$ cat config.mk
export PLATFORM = sky130hd
export DESIGN_NAME = keypad_display_top
export DESIGN_NICKNAME = d
export VERILOG_FILES = /design/src/hw/keypad_pkg.sv /design/src/hw/keypad_scanner.sv /design/src/hw/keypad_decoder.sv /design/src/hw/keypad_debouncer.sv /design/src/hw/key_display.sv /design/src/hw/keypad_display_top.sv
export VERILOG_INCLUDE_DIRS = /design/src /design/src/include
export SDC_FILE = /design/constraint.sdc
export NUM_CORES = 1
export LEC_CHECK = 0
export BUFFER_PORTS_ARGS = -buffer_cell sky130_fd_sc_hd__buf_4
export CAP_MARGIN = 10
export CORE_ASPECT_RATIO = 0.7
export CORE_UTILIZATION = 40
export CTS_BUF_LIST = sky130_fd_sc_hd__clkbuf_8
export DETAILED_ROUTE_END_ITERATION = 16
export HOLD_SLACK_MARGIN = 0.05
export SYNTH_ARGS = -nofsm -noshare
export SYNTH_HDL_FRONTEND = slang
export SYNTH_HIERARCHICAL = 1
export SYNTH_SLANG_ARGS = --single-unit
$ cat constraint.sdc
create_clock -name clk -period 1.7 [get_ports clk]
set_input_delay 0.17 -clock clk [delete_from_list [all_inputs] [get_ports clk]]
set_output_delay 0.17 -clock clk [all_outputs]
set_load 0.005 [all_outputs]
$ cat src/include/keypad_defs.svh
/* Timing and width constants for the keypad front end and the display
   Included by the package, the RTL modules and the bench */

`ifndef KEYPAD_DEFS_SVH
`define KEYPAD_DEFS_SVH

// ==============================
// Column scan
// ==============================
`define KEYPAD_SCAN_DWELL       8   // Cycles per driven column

// ==============================
// Debounce
// ==============================
`define KEYPAD_DEBOUNCE_CYCLES  32  // Steady cycles before a key is accepted
`define KEYPAD_DEB_CNT_W        8   // Must hold KEYPAD_DEBOUNCE_CYCLES - 1

// ==============================
// Display multiplexing
// ==============================
`define KEYPAD_MUX_PERIOD       16  // Cycles each digit stays lit
`define KEYPAD_MUX_CNT_W        5   // Must hold KEYPAD_MUX_PERIOD - 1

`endif

$ cat src/hw/keypad_pkg.sv
/* Shared types for the keypad front end and display
   Referenced by scoped name from every RTL module */

`include "keypad_defs.svh"

package keypad_pkg;

    // ==============================
    // Vector types
    // ==============================

    // Hex key value 0 to F
    typedef logic [3:0] key_code_t;

    // Row or column lines, active low
    typedef logic [3:0] line_t;

    // Row or column index
    typedef logic [1:0] line_idx_t;

    // Segment pattern, bit 0 is a and bit 6 is g, active low
    typedef logic [6:0] seg_t;

    // Debounce counter
    typedef logic [`KEYPAD_DEB_CNT_W-1:0] deb_cnt_t;

    // ==============================
    // State machines
    // ==============================
    typedef enum logic [1:0] {
        IDLE,        // Nothing pressed
        DEBOUNCING,  // Waiting for the key to settle
        KEY_VALID,   // One-cycle accept
        KEY_HELD     // Accepted key still down
    } deb_state_t;

endpackage

$ cat src/hw/keypad_scanner.sv
/* Drives one keypad column low at a time and synchronizes the row inputs
   Flags a press or a same-column ghost to the debouncer, and holds on scan_stop */

`include "keypad_defs.svh"

module keypad_scanner (
    input  logic                  clk,
    input  logic                  rst_n,
    input  keypad_pkg::line_t     rows,              // Active low, external pull-ups
    input  logic                  scan_stop,         // Freeze on the current column
    output keypad_pkg::line_t     cols,              // One bit low at a time
    output keypad_pkg::line_t     sync_rows,         // Rows after the two-flop sync
    output keypad_pkg::line_idx_t col_idx,           // Column matching sync_rows
    output logic                  key_detected,      // Any row low
    output logic                  ghosting_detected  // More than one row low
);

    localparam int DWELL_W = (`KEYPAD_SCAN_DWELL > 1) ? $clog2(`KEYPAD_SCAN_DWELL) : 1;
    localparam logic [DWELL_W-1:0] DWELL_LAST = DWELL_W'(`KEYPAD_SCAN_DWELL - 1);

    logic [DWELL_W-1:0]    dwell_cnt;   // Cycles spent on the current column
    keypad_pkg::line_idx_t drive_idx;   // Column being driven now
    keypad_pkg::line_idx_t idx_d1;      // Column index delayed with the sync stage
    keypad_pkg::line_idx_t idx_d2;
    keypad_pkg::line_t     rows_meta;   // First sync flop
    keypad_pkg::line_t     row_low;     // Active high view of sync_rows

    // ==============================
    // Column drive
    // ==============================
    always_ff @(posedge clk or negedge rst_n) begin
        if (!rst_n) begin
            dwell_cnt <= '0;
            drive_idx <= '0;                      // Column 0 out of reset
        end else if (!scan_stop) begin
            if (dwell_cnt == DWELL_LAST) begin
                dwell_cnt <= '0;
                drive_idx <= drive_idx + 2'd1;    // Wraps 3 -> 0
            end else begin
                dwell_cnt <= dwell_cnt + 1'b1;
            end
        end
    end

    assign cols = ~(keypad_pkg::line_t'(1) << drive_idx);  // One-hot low

    // ==============================
    // Row synchronizer
    // ==============================
    // The column index rides along so the decoder sees a matching pair
    always_ff @(posedge clk or negedge rst_n) begin
        if (!rst_n) begin
            rows_meta <= '1;                      // Idle rows read high
            sync_rows <= '1;
            idx_d1    <= '0;
            idx_d2    <= '0;
        end else begin
            rows_meta <= rows;
            sync_rows <= rows_meta;
            idx_d1    <= drive_idx;
            idx_d2    <= idx_d1;
        end
    end

    assign col_idx = idx_d2;

    // ==============================
    // Press and ghost detection
    // ==============================
    assign row_low = ~sync_rows;

    always_ff @(posedge clk or negedge rst_n) begin
        if (!rst_n) begin
            key_detected      <= 1'b0;
            ghosting_detected <= 1'b0;
        end else begin
            key_detected      <= |row_low;
            // Clearing the lowest set bit leaves something only if two or more are set
            ghosting_detected <= |(row_low & (row_low - 4'd1));
        end
    end

    // Exactly one column pulled low, in every cycle out of reset
    a_one_col_low: assert property (
        @(posedge clk) disable iff (!rst_n) $onehot(~cols)
    ) else $error("cols not one-hot low: %b", cols);

endmodule

$ cat src/hw/keypad_decoder.sv
/* Turns the synchronized rows and the column index into a hex key code
   Phone-style layout, result registered one cycle after the inputs */

module keypad_decoder (
    input  logic                  clk,
    input  logic                  rst_n,
    input  keypad_pkg::line_t     sync_rows,  // Active low
    input  keypad_pkg::line_idx_t col_idx,
    output keypad_pkg::key_code_t key_code
);

    keypad_pkg::line_idx_t row_idx;   // Lowest active row
    logic                  row_hit;   // Some row is low

    // Priority encode, row 0 wins
    always_comb begin
        row_hit = 1'b1;
        if (!sync_rows[0])      row_idx = 2'd0;
        else if (!sync_rows[1]) row_idx = 2'd1;
        else if (!sync_rows[2]) row_idx = 2'd2;
        else if (!sync_rows[3]) row_idx = 2'd3;
        else begin
            row_idx = 2'd0;
            row_hit = 1'b0;
        end
    end

    // Code holds its last value when nothing is pressed
    always_ff @(posedge clk or negedge rst_n) begin
        if (!rst_n) begin
            key_code <= '0;
        end else if (row_hit) begin
            case ({row_idx, col_idx})
                4'b00_00: key_code <= 4'h1;
                4'b00_01: key_code <= 4'h2;
                4'b00_10: key_code <= 4'h3;
                4'b00_11: key_code <= 4'hA;
                4'b01_00: key_code <= 4'h4;
                4'b01_01: key_code <= 4'h5;
                4'b01_10: key_code <= 4'h6;
                4'b01_11: key_code <= 4'hB;
                4'b10_00: key_code <= 4'h7;
                4'b10_01: key_code <= 4'h8;
                4'b10_10: key_code <= 4'h9;
                4'b10_11: key_code <= 4'hC;
                4'b11_00: key_code <= 4'hE;   // Star position
                4'b11_01: key_code <= 4'h0;
                4'b11_10: key_code <= 4'hF;   // Hash position
                default:  key_code <= 4'hD;
            endcase
        end
    end

endmodule

$ cat src/hw/keypad_debouncer.sv
/* Accepts a key after it has stayed steady for a fixed time and pulses key_valid once
   Rejects two keys in one column and keeps the scanner parked while a key is down */

`include "keypad_defs.svh"

module keypad_debouncer (
    input  logic                  clk,
    input  logic                  rst_n,
    input  keypad_pkg::key_code_t key_code,           // From decoder
    input  logic                  key_detected,       // From scanner, level
    input  logic                  ghosting_detected,  // From scanner, level
    output logic                  key_valid,          // One-cycle strobe
    output keypad_pkg::key_code_t debounced_key,      // Meaningful only with key_valid
    output keypad_pkg::key_code_t held_key,           // Accepted key while held
    output logic                  scan_stop           // Park the scanner
);

    localparam keypad_pkg::deb_cnt_t DEB_LAST =
        keypad_pkg::deb_cnt_t'(`KEYPAD_DEBOUNCE_CYCLES - 1);

    keypad_pkg::deb_state_t state;
    keypad_pkg::deb_cnt_t   deb_cnt;   // Steady cycles so far
    keypad_pkg::key_code_t  l_key;     // Code captured on entry to DEBOUNCING
    logic                   start;     // IDLE -> DEBOUNCING this cycle

    // Key code zero is a real key, so key_detected alone marks a press
    assign start = (state == keypad_pkg::IDLE) && key_detected && !ghosting_detected;

    // ==============================
    // State machine
    // ==============================
    always_ff @(posedge clk or negedge rst_n) begin
        if (!rst_n) begin
            state   <= keypad_pkg::IDLE;
            deb_cnt <= '0;
        end else begin
            case (state)
                keypad_pkg::IDLE: begin
                    if (start) begin
                        state   <= keypad_pkg::DEBOUNCING;
                        deb_cnt <= '0;
                    end
                end

                keypad_pkg::DEBOUNCING: begin
                    // Release, ghost or a changed code all count as bounce
                    if (!key_detected || ghosting_detected || key_code != l_key) begin
                        state <= keypad_pkg::IDLE;
                    end else if (deb_cnt == DEB_LAST) begin
                        state <= keypad_pkg::KEY_VALID;
                    end else begin
                        deb_cnt <= deb_cnt + 1'b1;
                    end
                end

                keypad_pkg::KEY_VALID: begin
                    state <= keypad_pkg::KEY_HELD;     // Strobe lasts one cycle
                end

                keypad_pkg::KEY_HELD: begin
                    if (!key_detected) begin
                        state <= keypad_pkg::IDLE;     // Released
                    end
                end

                default: begin
                    state <= keypad_pkg::IDLE;
                end
            endcase
        end
    end

    // Latched key, loaded only on a new press
    always_ff @(posedge clk) begin
        if (start) begin
            l_key <= key_code;
        end
    end

    // ==============================
    // Outputs decoded from state
    // ==============================
    always_comb begin
        key_valid     = 1'b0;
        debounced_key = '0;
        held_key      = '0;
        scan_stop     = 1'b0;
        case (state)
            keypad_pkg::DEBOUNCING: begin
                scan_stop = 1'b1;              // Stay on this column while settling
            end
            keypad_pkg::KEY_VALID: begin
                key_valid     = 1'b1;
                debounced_key = l_key;
                scan_stop     = 1'b1;
            end
            keypad_pkg::KEY_HELD: begin
                held_key  = l_key;
                scan_stop = 1'b1;              // Held key cannot register twice
            end
            default: begin
                scan_stop = 1'b0;
            end
        endcase
    end

    // One pulse per press, never back to back
    a_valid_single: assert property (
        @(posedge clk) disable iff (!rst_n) key_valid |=> !key_valid
    ) else $error("key_valid high two cycles in a row");

    a_valid_to_held: assert property (
        @(posedge clk) disable iff (!rst_n) key_valid |=> (state == keypad_pkg::KEY_HELD)
    ) else $error("key_valid not followed by KEY_HELD");

endmodule

$ cat src/hw/key_display.sv
/* Keeps the last two accepted keys and multiplexes them onto two seven-segment digits
   digit_en[0] shows the newest key, digit_en[1] the one before */

`include "keypad_defs.svh"

module key_display (
    input  logic                  clk,
    input  logic                  rst_n,
    input  logic                  key_valid,      // Strobe from debouncer
    input  keypad_pkg::key_code_t debounced_key,
    output keypad_pkg::seg_t      seg,            // Active low, bit 0 is a
    output logic [1:0]            digit_en        // Active high
);

    localparam logic [`KEYPAD_MUX_CNT_W-1:0] MUX_LAST =
        `KEYPAD_MUX_CNT_W'(`KEYPAD_MUX_PERIOD - 1);

    keypad_pkg::key_code_t         newest;    // Last accepted key
    keypad_pkg::key_code_t         older;     // The one before it
    keypad_pkg::key_code_t         shown;     // Digit value on the bus now
    logic [`KEYPAD_MUX_CNT_W-1:0]  mux_cnt;   // Cycles on the current digit

    // Hex to segments, active low, bits g..a
    function automatic keypad_pkg::seg_t hex_to_seg(input keypad_pkg::key_code_t hex);
        case (hex)
            4'h0: hex_to_seg = 7'h40;
            4'h1: hex_to_seg = 7'h79;
            4'h2: hex_to_seg = 7'h24;
            4'h3: hex_to_seg = 7'h30;
            4'h4: hex_to_seg = 7'h19;
            4'h5: hex_to_seg = 7'h12;
            4'h6: hex_to_seg = 7'h02;
            4'h7: hex_to_seg = 7'h78;
            4'h8: hex_to_seg = 7'h00;
            4'h9: hex_to_seg = 7'h10;
            4'hA: hex_to_seg = 7'h08;
            4'hB: hex_to_seg = 7'h03;   // Lower case b
            4'hC: hex_to_seg = 7'h46;
            4'hD: hex_to_seg = 7'h21;   // Lower case d
            4'hE: hex_to_seg = 7'h06;
            default: hex_to_seg = 7'h0E;
        endcase
    endfunction

    // ==============================
    // Two-key history
    // ==============================
    always_ff @(posedge clk or negedge rst_n) begin
        if (!rst_n) begin
            newest <= '0;
            older  <= '0;
        end else if (key_valid) begin
            older  <= newest;          // Shift down
            newest <= debounced_key;
        end
    end

    // ==============================
    // Digit multiplexer
    // ==============================
    // All digits dark out of reset, digit 0 lights the cycle after
    always_ff @(posedge clk or negedge rst_n) begin
        if (!rst_n) begin
            digit_en <= 2'b00;
            mux_cnt  <= '0;
        end else if (digit_en == 2'b00 || mux_cnt == MUX_LAST) begin
            mux_cnt  <= '0;
            digit_en <= (digit_en == 2'b01) ? 2'b10 : 2'b01;
        end else begin
            mux_cnt <= mux_cnt + 1'b1;
        end
    end

    assign shown = digit_en[1] ? older : newest;
    assign seg   = hex_to_seg(shown);

    // Never two digits lit together
    a_digit_excl: assert property (
        @(posedge clk) disable iff (!rst_n) !(&digit_en)
    ) else $error("both digits enabled");

endmodule

$ cat src/hw/keypad_display_top.sv
/* Keypad front end top level, scanner to decoder to debouncer to display
   Rows come from the matrix with pull-ups, cols and segments go back out */

module keypad_display_top (
    input  logic                  clk,
    input  logic                  rst_n,
    input  keypad_pkg::line_t     rows,           // Active low
    output keypad_pkg::line_t     cols,           // One column low
    output keypad_pkg::seg_t      seg,            // Active low
    output logic [1:0]            digit_en,
    output logic                  key_valid,      // One-cycle strobe
    output keypad_pkg::key_code_t debounced_key,
    output keypad_pkg::key_code_t held_key
);

    keypad_pkg::line_t     sync_rows;
    keypad_pkg::line_idx_t col_idx;
    keypad_pkg::key_code_t key_code;
    logic                  key_detected;
    logic                  ghosting_detected;
    logic                  scan_stop;           // Debouncer back to scanner

    keypad_scanner u_scanner (
        .clk               (clk),
        .rst_n             (rst_n),
        .rows              (rows),
        .scan_stop         (scan_stop),
        .cols              (cols),
        .sync_rows         (sync_rows),
        .col_idx           (col_idx),
        .key_detected      (key_detected),
        .ghosting_detected (ghosting_detected)
    );

    keypad_decoder u_decoder (
        .clk       (clk),
        .rst_n     (rst_n),
        .sync_rows (sync_rows),
        .col_idx   (col_idx),
        .key_code  (key_code)
    );

    keypad_debouncer u_debouncer (
        .clk               (clk),
        .rst_n             (rst_n),
        .key_code          (key_code),
        .key_detected      (key_detected),
        .ghosting_detected (ghosting_detected),
        .key_valid         (key_valid),
        .debounced_key     (debounced_key),
        .held_key          (held_key),
        .scan_stop         (scan_stop)
    );

    key_display u_display (
        .clk           (clk),
        .rst_n         (rst_n),
        .key_valid     (key_valid),
        .debounced_key (debounced_key),
        .seg           (seg),
        .digit_en      (digit_en)
    );

endmodule

* Yosys cells after proc, flatten, opt, wreduce, memory -nomap -nowiden
Memory sizes are Yosys's and may differ from the RTL's. A register that Yosys moved wholly into a read port is not among the register bits.
Cells that the tools add are included.
** Storage, ports and cells
- Flip-flop bits (word level) :: 48
- Memory bits (read-only) :: 176
- Input port bits :: 6
- Output and inout port bits :: 22
- Logic and storage cells :: 82
- Memories :: 2
** Operators by class
- Add/subtract/negate cells :: 5
- Equal/unequal tests :: 13
- Shift operators :: 1
- Multiplexer cells :: 25
- Bitwise operators :: 4
- Reduce and logical (&&, ||, !) cells :: 17
** Memories
- (no name shown) :: depth 16, bits a word 7, read ports 1, clocked after Yosys merged registers in 0, write ports 0, RTL line key_display.sv:25 : case (hex)
- (no name shown) :: depth 16, bits a word 4, read ports 1, clocked after Yosys merged registers in 1, write ports 0, RTL line keypad_decoder.sv:33 : case ({row_idx, col_idx})
** Operator list (number)
- 2-to-1 mux 8 bit :: 3
- 2-to-1 mux 2 bit :: 9
- one-hot mux 8 bit (2 select lines) :: 1
- 2-to-1 mux 4 bit :: 3
- adder 8 x 1 -> 8 bit (second input constant) :: 1
- == test 8 x 5 -> 1 bit (second input constant) :: 1
- inverter 4 bit :: 2
- one-hot mux 2 bit (4 select lines) :: 1
- OR reduction 4 bit :: 2
- 2-to-1 mux 1 bit :: 6
- inequality test 2 bit (second input constant) :: 3
- adder 5 x 1 -> 5 bit (second input constant) :: 1
- == test 5 x 4 -> 1 bit (second input constant) :: 1
- 2-to-1 mux 5 bit :: 1
- bitwise AND 4 bit :: 1
- == test 2 x 1 -> 1 bit (second input constant) :: 2
- == test 2 bit (second input constant) :: 2
- zero test 2 bit :: 2
- inequality test 4 bit :: 1
- AND reduction 4 bit :: 1
- left shift 1 x 2 -> 4 bit (first input constant) :: 1
- subtractor 4 x 1 -> 4 bit (second input constant) :: 1
- adder 3 x 1 -> 3 bit (second input constant) :: 1
- == test 3 bit (second input constant) :: 1
- 12 further kinds :: 17

* Depth between registers and ports, before layout
Gate-level depths: netlist (run 1).
- Depth after elaboration :: 5
- Depth in mapped cells :: 6
- Depth with buffers taken out :: 5

* Cells and area by module
The synthesis (run 1) kept the hierarchy.
** Modules (own cells, without submodules)
- key_display :: times used 1, cells each 75, area each 918.4 um2, seq. area each 375.4 um2
- keypad_debouncer :: times used 1, cells each 79, area each 802.0 um2, seq. area each 370.4 um2
- keypad_scanner :: times used 1, cells each 43, area each 685.7 um2, seq. area each 485.5 um2
- keypad_decoder :: times used 1, cells each 36, area each 314.1 um2, seq. area each 100.1 um2

* Worst setup path before layout (run 1)
OpenSTA, ideal clock, no wires.
- Path kind :: reg2out
- Start point :: register u_display.digit_en[1]
- End point :: output port seg[3]
- Data arrival time :: 1698 ps
- Required time :: 1530 ps
- Setup slack :: -168 ps
- Cell stages (with the launch flop) :: 6
- Path buffers :: 1
- Path through :: dfrtp_1 > buf_6 > mux2i_1 > inv_1 > ha_1 > mux4_2
** On the way
- Cells in the longest elaborated chain, start to end :: 2
** RTL lines
- from (decl) :: RTL line key_display.sv:12 : output logic [1:0] digit_en
- from (signal assigned) :: RTL line key_display.sv:68 : digit_en <= (digit_en == 2'b01) ? 2'b10 : 2'b01;
- 2-to-1 mux 4 bit :: RTL line key_display.sv:74 : assign shown = digit_en[1] ? older : newest;
- memory (16 x 7 bit)
- to (decl) :: RTL line keypad_display_top.sv:9 : output keypad_pkg::seg_t seg,
Every way passes these cells.

* Final worst setup path (run 1)
Same ends and word-level chain as after synthesis.

==> flow_metrics.py, run 1 <==
metrics = {
    "min_path": {
        "hold_start": "u_scanner/idx_d1[0]",
        "worstHoldPathType": "flip-flop to flip-flop",
        "worst_hold_path.num_cells": 0,
        "whs_endpoint": "u_scanner/col_idx[0]",
    },
    "route": {
        "detail_route.drc_violations": 0,
        "drtAntennaViolNets": 0,
        "vias": 1983,
        "pre_repair_dr_iteration_count": 5,
        "postRouteWirelength_mm": 5.35,
        "drt_wl_cell_um": 13.3,
        "via_per_inst": 4.95,
        "detailedRoute.firstIterationViolations": 101,
    },
    "grt": {
        "pin_count_of_the_biggest_net_entering_global_routing": 49,
        "global_route.usage.total_pct": 16.3,
        "initial_antenna_violation_count": 0,
        "grt_first_pass_wirelength_mm": 9.13,
        "number_of_global_route_vias_before_repair": 1986,
        "globalRoute.totalOverflow": 0,
    },
    "synthesis": {
        "synth-seq-cells": 52,
        "synth_warnings": 6,
        "syn_area_mm2": 0.00272,
        "async_flop_share_pct": 92.3,
        "primary_flip_flop_cell_chosen_by_synthesis_mapping": "sky130_fd_sc_hd__dfrtp_1",
        "synthesis.nets": 259,
        "synth_edf_count": 4,
        "netlist_instances": 233,
        "portion_of_the_post_synthesis_area_used_by_sequential_elements_pct": 48.9,
        "synth_cell_type_count": 55,
        "syn_avg_cell_area_um2": 11.7,
    },
    "floorplan": {
        "start_util_pct": 42.5,
        "chipHeight_um": 71.0,
        "design.core.area_mm2": 0.00640,
        "die_area_mm2": 0.00714,
        "floorplan.io_pins": 28,
        "placement_rows": 24,
        "die_width_um": 101,
    },
    "setup_path": {
        "worst-r2r-cell-count": 4,
        "timing.critical_path.arrival_ps": 1980,
        "regToRegEndpoint": "u_debouncer/deb_cnt[2]",
        "timing.critical_path.to_type": "output port",
        "critical_path.max_fanout": 4,
        "startpoint_type": "flip-flop",
        "worst_ep_required_time_ps": 1530,
        "rrSetupSlack_ps": -230,
        "reg2reg_from": "u_debouncer/l_key[1]",
        "criticalPathCategory": "flip-flop to output port",
        "worstSetupStartpoint": "u_display/digit_en[1]",
    },
    "timing": {
        "hold_viol": 0,
        "post-route-period-util_pct": 126,
        "final_setup_slack_of_the_worst_path_ps": -449,
        "min_period_ps": 2150,
        "relSlewSlack_pct": 59.1,
        "worst_tran_pin_value_ps": 613,
        "timing.clock.skew_ps": 13.7,
        "report.final.slew_viol_count": 0,
        "final.setup.tns_ps": -3390,
        "fmax_mhz": 465,
        "hold_slack_ps": 359,
        "grt_setup_unrepaired": "true",
        "total_of_endpoints_with_negative_setup_slack_in_the_final_report": 12,
    },
    "final_layout": {
        "final_cells": 401,
        "drive_above_1_share_pct": 43.9,
        "sequential_cell_area_mm2": 0.00133,
        "final_common_cell": "sky130_fd_sc_hd__buf_4",
        "fin_nets": 335,
        "filler_cell_count": 552,
        "antenna-diode-count": 0,
        "area_growth_syn_to_layout_pct": 34.0,
        "multi_input_comb_area_mm2": 0.00143,
        "most_frequent_cells_in_the_layout": "63 x sky130_fd_sc_hd__buf_4, 39 x sky130_fd_sc_hd__dfrtp_1, 17 x sky130_fd_sc_hd__ha_1",
    },
    "cts": {
        "clk_path_buf_depth": 2,
        "tritoncts": "done",
        "clock_tree.root_cell": "sky130_fd_sc_hd__clkbuf_8",
        "insertion_delay_ps": 310,
        "clkTransAtPathRegs_ps": 110,
        "clock_buffers_created_by_tritoncts": 5,
        "cts.sinks": 52,
        "cts_max_level": 2,
    },
    "pwr": {
        "p_leak_nw": 1.70,
        "post-layout-total-power_mw": 3.19,
        "power-per-cell-area_mw_per_mm2": 874,
        "vdd.ir_drop.worst_v": 0.000610,
    },
    "status": {
        "run_status": "complete, but fails checks",
        "violations": "negative setup slack",
    },
    "job": {
        "drv_cap": 0,
    },
    "placement": {
        "dpl_worst_slack_ps": -255,
        "port-buffer-count": 27,
        "placedCellCount": 377,
        "hpwl_mm": 3.66,
        "gpl.final_weighted_congestion": 0.792,
    },
}
## metrics by stage
step / utilization [%] / area [um2]
6_report: 57.0 / 3650
5_1_grt: 57.0 / 3650
4_1_cts: 56.2 / 3590
3_5_place_dp: 50.9 / 3260
3_3_place_gp: 50.9 / 3260
2_1_floorplan: - / 2740
## cells in the mapped netlist (3+ instances only)
library cell / instances / share of area [%]
sky130_fd_sc_hd__a21oi_1: 7 / 1.3
sky130_fd_sc_hd__a22o_1: 3 / 0.97
sky130_fd_sc_hd__and2_1: 4 / 0.92
sky130_fd_sc_hd__and3_1: 6 / 1.4
sky130_fd_sc_hd__buf_6: 4 / 1.7
sky130_fd_sc_hd__clkbuf_1: 3 / 0.41
sky130_fd_sc_hd__dfrtp_1: 40 / 37
sky130_fd_sc_hd__dfstp_2: 8 / 7.7
sky130_fd_sc_hd__edfxtp_1: 4 / 4.4
sky130_fd_sc_hd__ha_1: 20 / 9.2
sky130_fd_sc_hd__inv_1: 17 / 2.3
sky130_fd_sc_hd__mux2_2: 10 / 4.1
sky130_fd_sc_hd__mux2i_1: 9 / 3.3
sky130_fd_sc_hd__nand2_1: 12 / 1.7
sky130_fd_sc_hd__nand2b_1: 3 / 0.69
sky130_fd_sc_hd__nand3_1: 4 / 0.74
sky130_fd_sc_hd__nand4_1: 3 / 0.69
sky130_fd_sc_hd__nor2_1: 11 / 1.5
sky130_fd_sc_hd__o211ai_1: 3 / 0.83
sky130_fd_sc_hd__o21a_1: 3 / 0.83
sky130_fd_sc_hd__o21ai_0: 5 / 0.92
sky130_fd_sc_hd__o22ai_1: 3 / 0.69
sky130_fd_sc_hd__o31ai_1: 5 / 1.4
sky130_fd_sc_hd__or4_1: 4 / 1.1
sky130_fd_sc_hd__xnor2_1: 6 / 1.9
## power breakdown
part           internal, mW  switching, mW
sequential             1.44          0.170
combinational         0.445          0.372
clock                 0.311          0.445
## critical path, cell delays in order (launching register included)
cell and delay [ps]:
sky130_fd_sc_hd__dfrtp_2 470, sky130_fd_sc_hd__mux2i_4 310, sky130_fd_sc_hd__inv_2 110, sky130_fd_sc_hd__ha_4 190, sky130_fd_sc_hd__mux4_2 470, sky130_fd_sc_hd__buf_6 130
## worst max-delay path by stage
| stage | endpoint | slack, ps |
|---|---|---|
| after global placement | seg[0] | -160 |
| after detailed placement | seg[0] | -260 |
| after CTS | seg[0] | -480 |
| final | seg[3] | -450 |
| after floorplan | u_debouncer/deb_cnt[7] | -120 |
| after global routing | seg[0] | -570 |
## timing repair
action,in CTS,in global routing
setup endpoints to repair,24,19
resized for setup,25,12
cloned,1,1
pin swaps,13,4
endpoints found under the hold margin,44,0
hold buffers,5,0
buffers inserted,10,1
## cells by family after synthesis
kind of cell             Yosys count  share of synthesized area [%]
adder cells (fa/ha/maj)           21                           9.61
buffers and inverters             25                           4.60
multiplexers                      23                           10.5
AO/OA/AOI/OAI                     39                           10.1
flip-flops                        52                           48.9
XOR/XNOR                           8                           2.58
AND/OR/NAND/NOR                   65                           13.7
## sequential cells by signal (all words and copies together), names as in the netlist, named ones only
| signal | cells |
|---|---|
| u_debouncer/deb_cnt | 8 |
| u_display/mux_cnt | 5 |
| u_debouncer/l_key | 4 |
| u_decoder/key_code | 4 |
| u_display/newest | 4 |
| u_display/older | 4 |
| u_scanner/rows_meta | 4 |
| u_scanner/sync_rows | 4 |
| u_scanner/dwell_cnt | 3 |
| u_display/digit_en | 2 |
| u_scanner/col_idx | 2 |
| u_scanner/drive_idx | 2 |
| u_scanner/idx_d1 | 2 |
| u_debouncer/state | 1 |
| u_scanner/ghosting_detected | 1 |
| u_scanner/key_detected | 1 |
## layout make-up
cell class / instances / area share, %
Clock buffer: 5 / 1.89
Clock inverter: 3 / 0.789
Inverter: 17 / 1.85
Multi-Input combinational cell: 158 / 39.3
Sequential cell: 52 / 36.5
Tap cell: 91 / 3.12
Timing Repair Buffer: 75 / 16.5
## per-layer routing
| layer | up-vias | part of all wire (%) | global-route usage (%) |
|---|---|---|---|
| met3 | 2 | 3.4 | 4.05 |
| li1 | 985 | - | - |
| met5 | - | 0 | 0 |
| met4 | 0 | 0.45 | 3.06 |
| met1 | 954 | 50 | 22.8 |
| met2 | 42 | 46 | 25.9 |
No activity file was read; power rests on OpenSTA's default activity.
==> run 2: changes to the inputs <==
--- a/config.mk
+++ b/config.mk
@@ -6,7 +6,7 @@
 export SDC_FILE = /design/constraint.sdc
 export NUM_CORES = 1
 export LEC_CHECK = 0
-export BUFFER_PORTS_ARGS = -buffer_cell sky130_fd_sc_hd__buf_4
+export BUFFER_PORTS_ARGS = -buffer_cell sky130_fd_sc_hd__buf_2
 export CAP_MARGIN = 10
 export CORE_ASPECT_RATIO = 0.7
 export CORE_UTILIZATION = 40
==> run 2 against run 1 <==
Clock-buffer cell count unchanged. Final area decreased by 1.2%. Routed wire length increased by 1.2%. Clock skew decreased by 4.8 ps. Core utilization decreased by 0.70 points. The flow still finishes with violations (negative setup slack). Cell count increased by 0.75%.
==> flow_metrics.py, run 2 (synthesis results as in run 1) <==
metrics = {
    "floorplan": {
        "die_area_mm2": 0.00714,
        "chipHeight_um": 71.0,
        "placement_rows": 24,
        "floorplan.io_pins": 28,
        "start_util_pct": 42.5,
        "die_width_um": 101,
        "design.core.area_mm2": 0.00640,
    },
    "cts": {
        "insertion_delay_ps": 310,
        "clkTransAtPathRegs_ps": 100,
        "tritoncts": "done",
        "cts.sinks": 52,
        "clk_path_buf_depth": 2,
        "clock_tree.root_cell": "sky130_fd_sc_hd__clkbuf_8",
        "cts_max_level": 2,
        "clock_buffers_created_by_tritoncts": 5,
    },
    "placement": {
        "placedCellCount": 379,
        "hpwl_mm": 3.83,
        "gpl.final_weighted_congestion": 0.821,
        "port-buffer-count": 27,
    },
    "setup_path": {
        "timing.critical_path.to_type": "output port",
        "critical_path.top_delay_family": "multiplexers",
        "cp_num_buf_inv": 2,
        "timing.critical_path.arrival_ps": 1980,
        "timing.critical_path.cells": "mux2i_4 -> inv_2 -> ha_4 -> mux4_2 -> buf_2",
        "criticalPathCategory": "flip-flop to output port",
        "crit_path_top_delay_cell": "sky130_fd_sc_hd__dfrtp_2",
        "startpoint_type": "flip-flop",
        "critical_path.max_fanout": 5,
        "max_stage_delay_ps": 470,
        "worst_ep_required_time_ps": 1530,
    },
    "timing": {
        "relSlewSlack_pct": 66.2,
        "timing.clock.skew_ps": 8.87,
        "hold_viol": 0,
        "worst_tran_pin_value_ps": 506,
        "total_of_endpoints_with_negative_setup_slack_in_the_final_report": 15,
        "fmax_mhz": 465,
        "report.final.slew_viol_count": 0,
        "min_period_ps": 2150,
        "post-route-period-util_pct": 126,
        "final_setup_slack_of_the_worst_path_ps": -448,
        "grt_setup_unrepaired": "true",
    },
    "final_layout": {
        "final_cells": 404,
        "drive_above_1_share_pct": 43.8,
        "layout.core_utilization_pct": 56.3,
        "top_regs": "u_debouncer/deb_cnt x8, u_display/mux_cnt x5",
        "max_flop_register": "u_debouncer/deb_cnt",
        "fin_nets": 338,
        "area_growth_syn_to_layout_pct": 32.4,
        "most_frequent_cells_in_the_layout": "39 x sky130_fd_sc_hd__buf_4, 38 x sky130_fd_sc_hd__dfrtp_1, 27 x sky130_fd_sc_hd__buf_2",
        "largest_reg_flops": 8,
        "antenna-diode-count": 0,
        "final_common_cell": "sky130_fd_sc_hd__buf_4",
    },
    "grt": {
        "global_route.usage.total_pct": 17.0,
        "initial_antenna_violation_count": 0,
        "grt_first_pass_wirelength_mm": 9.45,
        "number_of_global_route_vias_before_repair": 1899,
        "globalRoute.totalOverflow": 0,
        "pin_count_of_the_biggest_net_entering_global_routing": 30,
    },
    "status": {
        "run_status": "complete, but fails checks",
        "violations": "negative setup slack",
    },
    "pwr": {
        "power-per-cell-area_mw_per_mm2": 885,
        "p_leak_nw": 1.72,
        "vdd.ir_drop.worst_v": 0.000673,
        "post-layout-total-power_mw": 3.19,
    },
    "min_path": {
        "worstHoldPathType": "primary input to asynchronous set/reset pin",
    },
    "route": {
        "postRouteWirelength_mm": 5.41,
        "drt_wl_cell_um": 13.4,
        "detail_route.drc_violations": 0,
        "vias": 1974,
        "via_per_inst": 4.89,
        "drtAntennaViolNets": 0,
        "detailedRoute.firstIterationViolations": 68,
        "pre_repair_dr_iteration_count": 4,
    },
    "job": {
        "drv_cap": 0,
    },
}
## run 2: cell count changes in the layout (fill, tap and decap cells not counted), sizes merged
cell / previous run / this run
buf: 70 / 74
nor2b: 2 / 1
## run 2: metrics by stage
stage	hold WS, ps	setup WS, ps	TNS, ps	cell area, um2
2_1_floorplan	-126	-115	-425	2740
3_3_place_gp	166	-160	-1360	3220
3_5_place_dp	179	-223	-2000	3220
4_1_cts	361	-462	-3310	3510
5_1_grt	367	-558	-4700	3600
6_report	348	-448	-3160	3600
## run 2: worst paths after layout
path / start / cells past startpoint / endpoint / slack, ps
min reg2reg: u_scanner/idx_d1[0] / 0 / u_scanner/col_idx[0] / 360
min: rst_n / 2 / u_display/newest[2] / 350
max reg2reg: u_debouncer/l_key[1] / 4 / u_debouncer/deb_cnt[3] / -160
min in group clk: u_scanner/idx_d1[0] / 0 / u_scanner/col_idx[0] / 360
max: u_display/digit_en[1] / 5 / seg[3] / -450
max in group asynchronous: rst_n / 3 / u_scanner/sync_rows[1] / 760
## run 2: area by class of cell
class | instances | area, um2
fill | 542 | 2800
multi-input combinational | 157 | 1400
sequential | 52 | 1330
timing repair buffer | 79 | 586
tap | 91 | 114
clock buffer | 5 | 68.8
inverter | 17 | 67.6
clock inverter | 3 | 28.8
## run 2: what timing repair did
action / 4_1_cts / 5_1_grt
gates resized for setup: 20 / 12
endpoints found under the hold margin: 23 / 0
gates cloned: 1 / 0
pin swaps: 9 / 4
hold buffers: 5 / 0
buffers inserted: 5 / 6
setup endpoints to repair: 20 / 22
## run 2: report_power, final
part           total (mW)  leakage [nW]  switching [mW]  internal, mW
clock               0.757        0.0511           0.446         0.311
sequential           1.61         0.640           0.168          1.45
combinational       0.817          1.03           0.379         0.438
## run 2: per-layer routing
metal | up-vias | GRT usage, % | part of all wire, %
met5 | - | 0 | 0
met4 | 0 | 4.83 | 1.1
met3 | 7 | 3.85 | 3.6
met2 | 38 | 24.9 | 43
met1 | 942 | 25.1 | 52
li1 | 987 | - | -
==> run 3: changes to the inputs <==
--- a/config.mk
+++ b/config.mk
@@ -13,6 +13,7 @@
 export CTS_BUF_LIST = sky130_fd_sc_hd__clkbuf_8
 export DETAILED_ROUTE_END_ITERATION = 16
 export HOLD_SLACK_MARGIN = 0.05
+export PLACE_DENSITY = 0.67
 export SYNTH_ARGS = -nofsm -noshare
 export SYNTH_HDL_FRONTEND = slang
 export SYNTH_HIERARCHICAL = 1
==> run 3 against run 2 <==
The flow still finishes with violations (negative setup slack). Die area stayed put. Worst hold slack worse by 14 ps. Routed wire length is 1.8% lower. Combinational power is 2.9% lower. Setup slack better by 33 ps. Final area is 0.45% lower.
==> flow_metrics.py, run 3 (synthesis results as in run 1) <==
metrics = {
    "status": {
        "run_status": "complete, but fails checks",
        "violations": "negative setup slack",
    },
    "cts": {
        "clock_buffers_created_by_tritoncts": 5,
        "clkTransAtPathRegs_ps": 90,
        "clk_path_buf_depth": 2,
        "tritoncts": "done",
        "clock_tree.root_cell": "sky130_fd_sc_hd__clkbuf_8",
        "cts.sinks": 52,
        "cts_max_level": 2,
        "insertion_delay_ps": 300,
    },
    "floorplan": {
        "design.core.area_mm2": 0.00640,
        "start_util_pct": 42.5,
        "floorplan.io_pins": 28,
        "placement_rows": 24,
        "chipHeight_um": 71.0,
        "die_area_mm2": 0.00714,
        "die_width_um": 101,
    },
    "pwr": {
        "clock_power_share_pct": 22.4,
        "internal_power_mw": 2.18,
        "vdd.ir_drop.worst_v": 0.000614,
        "netSwitchingFraction_pct": 30.0,
        "relative_contribution_of_combinational_cells_to_total_power_pct": 25.5,
        "netSwitchingPower_mw": 0.931,
        "power-per-cell-area_mw_per_mm2": 867,
        "post-layout-total-power_mw": 3.11,
        "p_leak_nw": 1.71,
        "p_seq_share_pct": 52.1,
    },
    "route": {
        "detailedRoute.firstIterationViolations": 50,
        "pre_repair_dr_iteration_count": 4,
        "drtAntennaViolNets": 0,
        "detail_route.drc_violations": 0,
        "postRouteWirelength_mm": 5.31,
        "vias": 1986,
        "via_per_inst": 4.98,
        "drt_wl_cell_um": 13.3,
    },
    "final_layout": {
        "final_cells": 399,
        "top_regs": "u_debouncer/deb_cnt x8, u_display/mux_cnt x5",
        "finalInstanceArea_mm2": 0.00358,
        "max_flop_register": "u_debouncer/deb_cnt",
        "largest_reg_flops": 8,
        "drive_above_1_share_pct": 44.2,
        "most_frequent_cells_in_the_layout": "39 x sky130_fd_sc_hd__dfrtp_1, 35 x sky130_fd_sc_hd__buf_4, 27 x sky130_fd_sc_hd__buf_2",
        "final_common_cell": "sky130_fd_sc_hd__dfrtp_1",
        "area_growth_syn_to_layout_pct": 31.8,
        "antenna-diode-count": 0,
        "fin_nets": 333,
    },
    "timing": {
        "fmax_mhz": 473,
        "hold_viol": 0,
        "grt_setup_unrepaired": "true",
        "final_setup_slack_of_the_worst_path_ps": -415,
        "worst_tran_pin_value_ps": 435,
        "timing.clock.skew_ps": 6.05,
        "post-route-period-util_pct": 124,
        "relSlewSlack_pct": 70.7,
        "min_period_ps": 2120,
        "report.final.slew_viol_count": 0,
        "hold_slack_ps": 333,
        "total_of_endpoints_with_negative_setup_slack_in_the_final_report": 16,
    },
    "placement": {
        "hpwl_mm": 3.71,
        "gpl.final_weighted_congestion": 0.813,
        "placedCellCount": 374,
        "port-buffer-count": 27,
        "placed_cell_area_mm2": 0.00318,
        "dpl_worst_slack_ps": -207,
    },
    "grt": {
        "initial_antenna_violation_count": 0,
        "grt_first_pass_wirelength_mm": 9.20,
        "global_route.usage.total_pct": 16.4,
        "number_of_global_route_vias_before_repair": 1934,
        "globalRoute.totalOverflow": 0,
        "pin_count_of_the_biggest_net_entering_global_routing": 20,
    },
    "setup_path": {
        "worstSetupStartpoint": "u_display/digit_en[1]",
        "timing.critical_path.to_type": "output port",
        "rrSetupSlack_ps": -190,
        "worst_ep_required_time_ps": 1530,
        "reg2reg_from": "u_debouncer/l_key[1]",
        "critical_path.max_fanout": 4,
        "startpoint_type": "flip-flop",
        "timing.critical_path.arrival_ps": 1950,
        "criticalPathCategory": "flip-flop to output port",
    },
    "min_path": {
        "worstHoldPathType": "primary input to asynchronous set/reset pin",
    },
    "job": {
        "drv_cap": 0,
    },
}
[run 3: cell count changes in the layout (fill, tap and decap cells not counted), sizes merged]
cell      before  now
buf           74   69
clkbuf         5    6
clkinvlp       1    0
[run 3: final timing paths]
path / endpoint / cells after the start
hold reg to reg: u_scanner/col_idx[0] / 0
max in group asynchronous: u_scanner/rows_meta[2] / 3
hold / removal: u_debouncer/deb_cnt[5] / 2
min in group clk: u_scanner/col_idx[0] / 0
setup / recovery: seg[3] / 5
setup reg to reg: u_debouncer/deb_cnt[5] / 4
[run 3: metrics by stage]
stage               util (%)  setup TNS, ps
floorplan                  -           -425
global placement        49.7          -1030
detailed placement      49.7          -1660
CTS                     54.7          -3260
global route            56.0          -4680
finish                  56.0          -3370
[run 3: power groups by stage]
stage | combinational, mW | clock (mW) | sequential [mW]
global placement | 0.672 | 0 | 1.62
detailed placement | 0.697 | 0 | 1.64
floorplan | 0.466 | 0 | 1.59
finish | 0.793 | 0.697 | 1.62
CTS | 0.771 | 0.729 | 1.62
global route | 0.894 | 0.793 | 1.65
[run 3: critical path, stage by stage (launching register included)]
cell and delay [ps]:
sky130_fd_sc_hd__dfrtp_2 470, sky130_fd_sc_hd__mux2i_4 220, sky130_fd_sc_hd__ha_1 300, sky130_fd_sc_hd__inv_1 50
sky130_fd_sc_hd__mux4_2 450, sky130_fd_sc_hd__buf_2 140
[run 3: final cells by class]
cell class	instances	area, um2
Fill cell	549	2810
Inverter	17	63.8
Tap cell	91	114
Timing Repair Buffer	74	536
Sequential cell	52	1330
Clock buffer	6	82.6
Clock inverter	2	7.51
Multi-Input combinational cell	157	1450
[run 3: timing repair]
item	4_1_cts	5_1_grt
gates resized for setup	24	17
endpoints found under the hold margin	21	0
hold buffers	5	0
gates cloned	1	0
endpoints found under the setup margin	19	17
pin swaps	12	3
buffers inserted	10	3
[run 3: metal layers]
| layer | vias to the layer above | track usage, % | wire length [um] |
|---|---|---|---|
| met1 | 956 | 23.1 | 2630 |
| met4 | 0 | 4.99 | 61 |
| li1 | 980 | - | - |
| met3 | 6 | 4.05 | 229 |
| met2 | 44 | 25.1 | 2390 |
| met5 | - | 0 | 0 |
